## config.mk

```make
export PLATFORM = sky130hd
export DESIGN_NAME = mister_shell
export DESIGN_NICKNAME = d
export VERILOG_FILES = /design/src/hw/mister_cfg_pkg.sv /design/src/hw/ddr_req_if.sv /design/src/hw/mister_shell.sv /design/src/hw/ddr_port_mux.sv /design/src/hw/sync_resync.sv /design/src/hw/status_decode.sv
export SDC_FILE = /design/constraint.sdc
export NUM_CORES = 1
export LEC_CHECK = 0
export BUFFER_PORTS_ARGS = -buffer_cell sky130_fd_sc_hd__buf_2
export CAP_MARGIN = 40
export CORE_AREA = 2 2 95 97
export CTS_CLUSTER_DIAMETER = 100
export CTS_CLUSTER_SIZE = 40
export DETAILED_ROUTE_END_ITERATION = 6
export DIE_AREA = 0 0 97 99
export GPL_TIMING_DRIVEN = 0
export PLACE_DENSITY = 0.71
export SYNTH_ARGS = -nofsm -noshare
export SYNTH_HDL_FRONTEND = slang
export SYNTH_SLANG_ARGS = --single-unit
```

## constraint.sdc

```tcl
create_clock -name clk_sys -period 1.8 [get_ports clk_sys]
set_input_delay 0.09 -clock clk_sys [delete_from_list [all_inputs] [get_ports clk_sys]]
set_output_delay 0.09 -clock clk_sys [all_outputs]
set_load 0.1 [all_outputs]
```

## src/hw/mister_cfg_pkg.sv

```systemverilog
// Shared widths, status-word bit positions and types for the MiSTer shell.
// Bit positions follow the on-screen-menu layout of the framework status word.
// Every field is addressed as LO position plus its width.

package mister_cfg_pkg;

    // Field widths
    localparam int STATUS_W    = 64;
    localparam int OFFSET_W    = 4;
    localparam int HSCALE_W    = 4;
    localparam int SHMASK_W    = 3;
    localparam int FLIP_W      = 2;
    localparam int MENUMASK_W  = 16;
    localparam int DDR_ADDR_W  = 29;
    localparam int DDR_BURST_W = 8;
    localparam int DDR_BE_W    = 8;

    // Status word bit positions
    localparam int ST_HSIZE_EN   = 19;
    localparam int ST_HSCALE_LO  = 20;
    localparam int ST_HOFS_LO    = 24;
    localparam int ST_VOFS_LO    = 28;
    localparam int ST_SHMASK_LO  = 32;
    localparam int ST_SHMASK_2X  = 35;
    localparam int ST_SHMASK_ROT = 36;
    localparam int ST_DB15       = 37;
    localparam int ST_FLIP_LO    = 38;

    // Flip field value that turns the framebuffer upside down
    localparam logic [FLIP_W-1:0] FLIP_CODE = 2'd2;

    // Menu word from the HPS
    typedef logic [STATUS_W-1:0] status_t;

    // Sync offset in pixels or lines, 0 to 15
    typedef logic [OFFSET_W-1:0] offset_t;

    typedef logic [HSCALE_W-1:0] hscale_t;

    // Shadowmask pattern, zero means off
    typedef logic [SHMASK_W-1:0] shmask_t;

    // A set bit hides the menu item
    typedef logic [MENUMASK_W-1:0] menumask_t;

    // DDR request fields
    typedef logic [DDR_ADDR_W-1:0]  ddr_addr_t;
    typedef logic [DDR_BURST_W-1:0] ddr_burst_t;
    typedef logic [DDR_BE_W-1:0]    ddr_be_t;

    // Which client owns the DDR port
    typedef enum logic {
        OWN_LOAD,
        OWN_ROT
    } ddr_owner_e;

endpackage
```

## src/hw/ddr_req_if.sv

```systemverilog
// One DDR request port as seen by a client and by the port arbiter.
// The data buses are not part of the bundle.
// A client may change its request only while busy is low.

`timescale 1ns/1ns

interface ddr_req_if;

    mister_cfg_pkg::ddr_addr_t  addr;
    mister_cfg_pkg::ddr_burst_t burstcnt;
    mister_cfg_pkg::ddr_be_t    be;
    logic                       rd;
    logic                       we;
    // Held high by the arbiter when the client does not own DDR
    logic                       busy;

    modport client (
        output addr,
        output burstcnt,
        output be,
        output rd,
        output we,
        input  busy
    );

    modport arbiter (
        input  addr,
        input  burstcnt,
        input  be,
        input  rd,
        input  we,
        output busy
    );

endinterface

```

## src/hw/mister_shell.sv

```systemverilog
// Glue between the MiSTer framework and a game core.
// Single clock domain on clk_sys; rst_n is asynchronous.
// The loader only reads from DDR, so its byte enables are all set and it
// never writes. DDR data buses run outside this block.

`timescale 1ns/1ns

module mister_shell #(
    parameter bit ROTATE_MENU = 1'b1
) (
    // Control
    input  logic                       clk_sys,
    input  logic                       rst_n,
    input  mister_cfg_pkg::status_t    status,
    input  logic                       vertical_game,
    input  logic                       rotate,
    input  logic                       direct_video,
    // Video
    input  logic                       pxl_cen,
    input  logic                       hs,
    input  logic                       vs,
    // Loader request
    input  mister_cfg_pkg::ddr_addr_t  ld_addr,
    input  mister_cfg_pkg::ddr_burst_t ld_burstcnt,
    input  logic                       ld_rd,
    output logic                       ld_busy,
    // Rotation request
    input  mister_cfg_pkg::ddr_addr_t  rot_addr,
    input  mister_cfg_pkg::ddr_burst_t rot_burstcnt,
    input  mister_cfg_pkg::ddr_be_t    rot_be,
    input  logic                       rot_rd,
    input  logic                       rot_we,
    output logic                       rot_busy,
    // DDR
    input  logic                       downloading,
    input  logic                       ddr_busy,
    output mister_cfg_pkg::ddr_addr_t  ddr_addr,
    output mister_cfg_pkg::ddr_burst_t ddr_burstcnt,
    output mister_cfg_pkg::ddr_be_t    ddr_be,
    output logic                       ddr_rd,
    output logic                       ddr_we,
    // Decoded settings
    output mister_cfg_pkg::offset_t    hoffset,
    output mister_cfg_pkg::offset_t    voffset,
    output logic                       hsize_en,
    output mister_cfg_pkg::hscale_t    hscale,
    output mister_cfg_pkg::shmask_t    shadowmask,
    output logic                       shadowmask_2x,
    output logic                       shadowmask_rot,
    output logic                       db15_en,
    output logic                       fb_flip,
    output mister_cfg_pkg::menumask_t  menumask,
    // Re-timed sync
    output logic                       hs_out,
    output logic                       vs_out
);

    ddr_req_if ld_req ();
    ddr_req_if rot_req ();

    // Loader is read only
    assign ld_req.addr     = ld_addr;
    assign ld_req.burstcnt = ld_burstcnt;
    assign ld_req.be       = '1;
    assign ld_req.rd       = ld_rd;
    assign ld_req.we       = 1'b0;
    assign ld_busy         = ld_req.busy;

    assign rot_req.addr     = rot_addr;
    assign rot_req.burstcnt = rot_burstcnt;
    assign rot_req.be       = rot_be;
    assign rot_req.rd       = rot_rd;
    assign rot_req.we       = rot_we;
    assign rot_busy         = rot_req.busy;

    status_decode #(
        .ROTATE_MENU    ( ROTATE_MENU    )
    ) u_status (
        .clk_sys        ( clk_sys        ),
        .rst_n          ( rst_n          ),
        .status         ( status         ),
        .vertical_game  ( vertical_game  ),
        .rotate         ( rotate         ),
        .direct_video   ( direct_video   ),
        .hoffset        ( hoffset        ),
        .voffset        ( voffset        ),
        .hsize_en       ( hsize_en       ),
        .hscale         ( hscale         ),
        .shadowmask     ( shadowmask     ),
        .shadowmask_2x  ( shadowmask_2x  ),
        .shadowmask_rot ( shadowmask_rot ),
        .db15_en        ( db15_en        ),
        .fb_flip        ( fb_flip        ),
        .menumask       ( menumask       )
    );

    // Offsets come from the registered decode
    sync_resync u_resync (
        .clk_sys ( clk_sys ),
        .rst_n   ( rst_n   ),
        .pxl_cen ( pxl_cen ),
        .hs      ( hs      ),
        .vs      ( vs      ),
        .hoffset ( hoffset ),
        .voffset ( voffset ),
        .hs_out  ( hs_out  ),
        .vs_out  ( vs_out  )
    );

    ddr_port_mux u_ddrmux (
        .clk_sys      ( clk_sys      ),
        .rst_n        ( rst_n        ),
        .downloading  ( downloading  ),
        .ld           ( ld_req       ),
        .rot          ( rot_req      ),
        .ddr_busy     ( ddr_busy     ),
        .ddr_addr     ( ddr_addr     ),
        .ddr_burstcnt ( ddr_burstcnt ),
        .ddr_be       ( ddr_be       ),
        .ddr_rd       ( ddr_rd       ),
        .ddr_we       ( ddr_we       )
    );

endmodule

```

## src/hw/ddr_port_mux.sv

```systemverilog
// Shares the single DDR request port between the ROM loader and the
// screen-rotation client.
// The loader owns DDR while downloading is high, the rotation client otherwise.
// Ownership only moves while DDR is idle, so a burst is never split.
// The idle client sees busy stuck high and must hold its request.

`timescale 1ns/1ns

module ddr_port_mux (
    input  logic                       clk_sys,
    input  logic                       rst_n,
    input  logic                       downloading,
    ddr_req_if.arbiter                 ld,
    ddr_req_if.arbiter                 rot,
    input  logic                       ddr_busy,
    output mister_cfg_pkg::ddr_addr_t  ddr_addr,
    output mister_cfg_pkg::ddr_burst_t ddr_burstcnt,
    output mister_cfg_pkg::ddr_be_t    ddr_be,
    output logic                       ddr_rd,
    output logic                       ddr_we
);

    mister_cfg_pkg::ddr_owner_e owner;
    mister_cfg_pkg::ddr_owner_e owner_nxt;

    assign owner_nxt = downloading ? mister_cfg_pkg::OWN_LOAD : mister_cfg_pkg::OWN_ROT;

    always_ff @(posedge clk_sys or negedge rst_n) begin
        if (!rst_n) begin
            owner <= mister_cfg_pkg::OWN_ROT;
        end else if (!ddr_busy) begin
            owner <= owner_nxt;
        end
    end

    // Steer the owner's request to DDR
    always_comb begin
        if (owner == mister_cfg_pkg::OWN_LOAD) begin
            ddr_addr     = ld.addr;
            ddr_burstcnt = ld.burstcnt;
            ddr_be       = ld.be;
            ddr_rd       = ld.rd;
            ddr_we       = ld.we;
        end else begin
            ddr_addr     = rot.addr;
            ddr_burstcnt = rot.burstcnt;
            ddr_be       = rot.be;
            ddr_rd       = rot.rd;
            ddr_we       = rot.we;
        end
    end

    // Only the owner sees the real busy level
    assign ld.busy  = (owner == mister_cfg_pkg::OWN_LOAD) ? ddr_busy : 1'b1;
    assign rot.busy = (owner == mister_cfg_pkg::OWN_ROT)  ? ddr_busy : 1'b1;

endmodule

```

## src/hw/sync_resync.sv

```systemverilog
// Moves the game sync pulses against blanking to centre the picture on a CRT.
// hs is delayed by hoffset pixels and vs by voffset lines, 0 to 15 each.
// Histories only advance on pxl_cen; the selected stage is re-registered
// every clk_sys edge, so an offset change shows up one cycle later.
// Blanking is not touched here.

`timescale 1ns/1ns

module sync_resync (
    input  logic                    clk_sys,
    input  logic                    rst_n,
    input  logic                    pxl_cen,
    input  logic                    hs,
    input  logic                    vs,
    input  mister_cfg_pkg::offset_t hoffset,
    input  mister_cfg_pkg::offset_t voffset,
    output logic                    hs_out,
    output logic                    vs_out
);

    localparam int DEPTH = 2 ** mister_cfg_pkg::OFFSET_W;

    logic [DEPTH-1:0] hs_hist;
    logic [DEPTH-1:0] vs_hist;
    logic             hs_rise;

    // Stage 0 holds the previous pxl_cen sample of hs
    assign hs_rise = pxl_cen & hs & ~hs_hist[0];

    // One stage per pixel
    always_ff @(posedge clk_sys or negedge rst_n) begin
        if (!rst_n) begin
            hs_hist <= '0;
        end else if (pxl_cen) begin
            hs_hist <= {hs_hist[DEPTH-2:0], hs};
        end
    end

    // One stage per line, clocked by the start of each hs pulse
    always_ff @(posedge clk_sys or negedge rst_n) begin
        if (!rst_n) begin
            vs_hist <= '0;
        end else if (hs_rise) begin
            vs_hist <= {vs_hist[DEPTH-2:0], vs};
        end
    end

    always_ff @(posedge clk_sys or negedge rst_n) begin
        if (!rst_n) begin
            hs_out <= 1'b0;
            vs_out <= 1'b0;
        end else begin
            hs_out <= hs_hist[hoffset];
            vs_out <= vs_hist[voffset];
        end
    end

endmodule

```

## src/hw/status_decode.sv

```systemverilog
// Registered decode of the menu status word.
// All outputs lag their inputs by exactly one clk_sys cycle.
// Out of reset every item of the menu is hidden until the first decode.
// ROTATE_MENU picks menu item 4 (set) or item 1 (clear) for the rotate option.

`timescale 1ns/1ns

module status_decode #(
    parameter bit ROTATE_MENU = 1'b1
) (
    input  logic                       clk_sys,
    input  logic                       rst_n,
    input  mister_cfg_pkg::status_t    status,
    input  logic                       vertical_game,
    input  logic                       rotate,
    input  logic                       direct_video,
    output mister_cfg_pkg::offset_t    hoffset,
    output mister_cfg_pkg::offset_t    voffset,
    output logic                       hsize_en,
    output mister_cfg_pkg::hscale_t    hscale,
    output mister_cfg_pkg::shmask_t    shadowmask,
    output logic                       shadowmask_2x,
    output logic                       shadowmask_rot,
    output logic                       db15_en,
    output logic                       fb_flip,
    output mister_cfg_pkg::menumask_t  menumask
);

    mister_cfg_pkg::shmask_t   shmask_sel;
    mister_cfg_pkg::menumask_t mask_nxt;

    assign shmask_sel = status[mister_cfg_pkg::ST_SHMASK_LO +: mister_cfg_pkg::SHMASK_W];

    // Items that make no sense for the current setup are hidden
    always_comb begin
        mask_nxt    = '1;
        mask_nxt[3] = shmask_sel == '0;
        mask_nxt[2] = ~status[mister_cfg_pkg::ST_HSIZE_EN];
        mask_nxt[0] = direct_video;
        if (ROTATE_MENU) begin
            mask_nxt[4] = ~vertical_game;
            mask_nxt[1] = 1'b1;
        end else begin
            mask_nxt[4] = 1'b1;
            mask_nxt[1] = ~vertical_game;
        end
    end

    always_ff @(posedge clk_sys or negedge rst_n) begin
        if (!rst_n) begin
            hoffset        <= '0;
            voffset        <= '0;
            hsize_en       <= 1'b0;
            hscale         <= '0;
            shadowmask     <= '0;
            shadowmask_2x  <= 1'b0;
            shadowmask_rot <= 1'b0;
            db15_en        <= 1'b0;
            fb_flip        <= 1'b0;
            menumask       <= '1;
        end else begin
            hoffset       <= status[mister_cfg_pkg::ST_HOFS_LO +: mister_cfg_pkg::OFFSET_W];
            voffset       <= status[mister_cfg_pkg::ST_VOFS_LO +: mister_cfg_pkg::OFFSET_W];
            hsize_en      <= status[mister_cfg_pkg::ST_HSIZE_EN];
            hscale        <= status[mister_cfg_pkg::ST_HSCALE_LO +: mister_cfg_pkg::HSCALE_W];
            shadowmask    <= shmask_sel;
            shadowmask_2x <= status[mister_cfg_pkg::ST_SHMASK_2X];
            // A rotated vertical game turns the mask pattern by itself
            shadowmask_rot <= status[mister_cfg_pkg::ST_SHMASK_ROT] ^ (vertical_game & rotate);
            db15_en       <= status[mister_cfg_pkg::ST_DB15];
            fb_flip       <= status[mister_cfg_pkg::ST_FLIP_LO +: mister_cfg_pkg::FLIP_W]
                             == mister_cfg_pkg::FLIP_CODE;
            menumask      <= mask_nxt;
        end
    end

endmodule

```

==> impl_metrics.yaml <==
outcome:
  outcome: "completed"
pwr:
  combPwrFrac: 0.432
  intPower_uw: 3280
  leakage_uw: 0.00240
  p_switching_uw: 2270
  peakVddDrop_v: 0.000596
  p_seq_frac: 0.325
  clock_power_share: 0.244
  sw_frac_of_total: 0.410
  power_density_nw_per_um2: 1170
sta:
  min_period_over_period: 0.974
  finalClockSkew_ns: 0.00857
  fmax_ghz: 0.570
  rsz0062_at_grt: "yes"
  post-route-min-period_ns: 1.75
  setup_viol: 0
  drv_slew: 0
  slew_headroom: 0.631
  hold_violations: 0
  tightest_slew_ns: 0.554
place:
  place_hpwl_um: 5870
  portBuffers: 189
  dp.cells: 494
  placed_area_um2: 3960
  place_congestion: 0.820
global_route:
  gr-usage-met3: 0.0404
  gr-usage-met1: 0.188
  grt_pass1_wl_um: 12600
  antenna_found_initial: 0
  grt_pass1_vias: 2574
  grt_busiest_layer: "met2"
  grt_use_met2: 0.297
  grt_max_degree: 36
  grt_usage: 0.164
  grt_overflow: 0
routing:
  wl_per_cell_um: 15.1
  routed_wl_um: 8070
  dr_total_vias: 2351
  first_pass_iters: 4
  detailedRoute.firstIterationViolations: 32
  drc: 0
  ant_nets: 0
  vias_per_cell: 4.39
final_layout:
  nFillCells: 703
  final_nets: 582
  design_area_um2: 4740
  drive_gt1_frac: 0.713
  syn_to_final_growth_pct: 68.3
  fin_cells: 536
  antenna_cells: 0
logic_synthesis:
  postSynthCellCount: 185
  synth.distinct_cells: 18
  synth.ff_latch_count: 59
  syn_area_um2: 2820
  yosysWarnings: 0
  synth.avg_cell_area_um2: 15.2
  ys_seq_area_frac: 0.526
critical_path:
  path_max_fanout: 9
  cp-start-kind: "register"
  critPathKind: "register to output pin"
  arrival_ns: 1.66
  critPathRequiredTime_ns: 1.71
  end_kind: "output pin"
run:
  drv_cap: 0
die:
  die_w_um: 97
  ios: 246
  core-area_um2: 8550
  die_area_um2: 9600
  num_rows: 34
  start_util: 0.329
  die_h_um: 99
clock_tree:
  cts_buffers: 9
  cts_root_buf: "clkbuf_8"
  cts-htree-levels: 3
  cts.clk_slew.worst_paths_ns: 0.06
  cts_num_sinks: 59
  clk_path_buf_depth: 2
  clk_latency_ns: 0.32
  cts_tree: "built"
min_path:
  hold_class: "primary input to register"
-- cell usage in the layout (no fill, tap or decap), drive strengths merged --
| master | count |
|---|---|
| clkbuf | 12 |
| conb | 12 |
| dfstp | 5 |
| or2 | 1 |
| mux2 | 70 |
| xnor2 | 1 |
| nand2 | 1 |
| dlygate4sd3 | 26 |
| clkinvlp | 1 |
| dfrtp | 54 |
| mux2i | 7 |
| nor3 | 1 |
| mux4 | 8 |
| nand2b | 9 |
| nand3b | 1 |
| buf | 211 |
| and2 | 1 |
| clkinv | 1 |
| inv | 3 |
| nor2b | 1 |
| bufinv | 2 |
-- power groups by stage --
stage	logic [µW]	clock network, µW	registers [µW]
3_5_place_dp	2200	0	1820
4_1_cts	2320	1390	1800
6_report	2390	1350	1800
2_1_floorplan	1480	0	2120
5_1_grt	2490	1460	1850
3_3_place_gp	2160	0	1810
-- what timing repair did --
action | CTS | global route
endpoints found under the setup margin | 49 | 38
endpoints found under the hold margin | 45 | 0
gates resized for setup | 48 | 45
hold buffers | 26 | 0
buffers inserted | 0 | 1
-- worst max-delay path: stages (launching register included) --
cell     delay, ns
dfstp_2       0.62
buf_6         0.17
mux2_2        0.36
buf_6         0.19
-- through the flow --
stage	setup WS (ns)	util	total power [µW]	hold slack (ns)	TNS, ns
floorplan	0.0165	-	3600	-0.206	0
global placement	0.0260	0.461	3970	0.195	0
detailed placement	-0.0175	0.463	4020	0.121	-0.0175
CTS	-0.0236	0.534	5510	0.00117	-0.205
global route	-0.0359	0.554	5800	0.0162	-0.450
finish	0.0471	0.554	5550	0.0184	0
-- flip-flops by register name (all words and copies together) (netlist names) --
register and count:
u_status.shadowmask_2x 1, u_status.hscale 4, u_status.shadowmask 3, u_status.voffset 4, u_status.menumask 4, u_status.db15_en 1
u_status.fb_flip 1, u_status.shadowmask_rot 1, u_resync.hs_out 1, u_status.hoffset 4, u_status.hsize_en 1, u_resync.hs_hist 16
u_ddrmux.owner 1, u_resync.vs_out 1, u_resync.vs_hist 16
-- worst paths after layout --
kind,slack [ns],from,endpoint,depth (start not counted)
max,0.05,u_ddrmux.owner$_DFFE_PN1N_,ddr_addr[20],3
min,0.02,vs,u_resync.vs_hist[0]$_DFFE_PN0P_,2
max reg2reg,0.11,u_ddrmux.owner$_DFFE_PN1N_,u_ddrmux.owner$_DFFE_PN1N_,4
min reg2reg,0.47,u_status.voffset[2]$_DFF_PN0_,u_resync.vs_out$_DFF_PN0_,1
max in group asynchronous,0.86,rst_n,u_ddrmux.owner$_DFFE_PN1N_,3
min in group asynchronous,0.29,rst_n,u_resync.vs_hist[8]$_DFFE_PN0P_,2
-- cell usage after synthesis --
cell type   n  area share
conb_1      1      0.0013
and2_1      1      0.0022
nand3b_4    1      0.0071
or2_2       1      0.0022
nor3_1      1      0.0018
clkbuf_1    2      0.0027
buf_4      14       0.037
xnor2_1     1      0.0031
nor2b_1     1      0.0022
nand2_1     1      0.0013
inv_1       3      0.0040
mux2i_1     7       0.025
buf_2       5      0.0089
nand2b_1    9       0.020
mux4_1      8       0.075
dfrtp_1    54        0.48
mux2_2     70        0.28
dfstp_2     5       0.047
-- layout make-up --
cell class | count | area (µm²) | share of cell area
Buffer | 20 | 164 | 0.0346
Clock buffer | 12 | 155 | 0.0327
Clock inverter | 4 | 72.6 | 0.0153
Sequential cell | 59 | 1490 | 0.313
Timing Repair Buffer | 217 | 1490 | 0.315
Inverter | 3 | 11.3 | 0.00238
Tap cell | 108 | 135 | 0.0285
Multi-Input combinational cell | 113 | 1230 | 0.259
-- cells by family (layout without fill, tap and decap cells) --
kind of cell | count (synthesis) | count (layout) | synth area share
multiplexers | 85 | 85 | 0.379
other | 1 | 12 | 0.00133
AND/OR/NAND/NOR | 15 | 15 | 0.0369
XOR/XNOR | 1 | 1 | 0.00311
flip-flops | 59 | 59 | 0.526
buffers and inverters | 24 | 256 | 0.0529
-- per-layer routing --
layer  share of wire  vias up  routed length (µm)
met5               0        -                   0
met4          0.0037        0                  30
met3           0.068        2                 547
met2            0.55      104                4440
met1            0.38     1126                3060
li1                -     1119                   -
(Power assumes the default switching activity.)
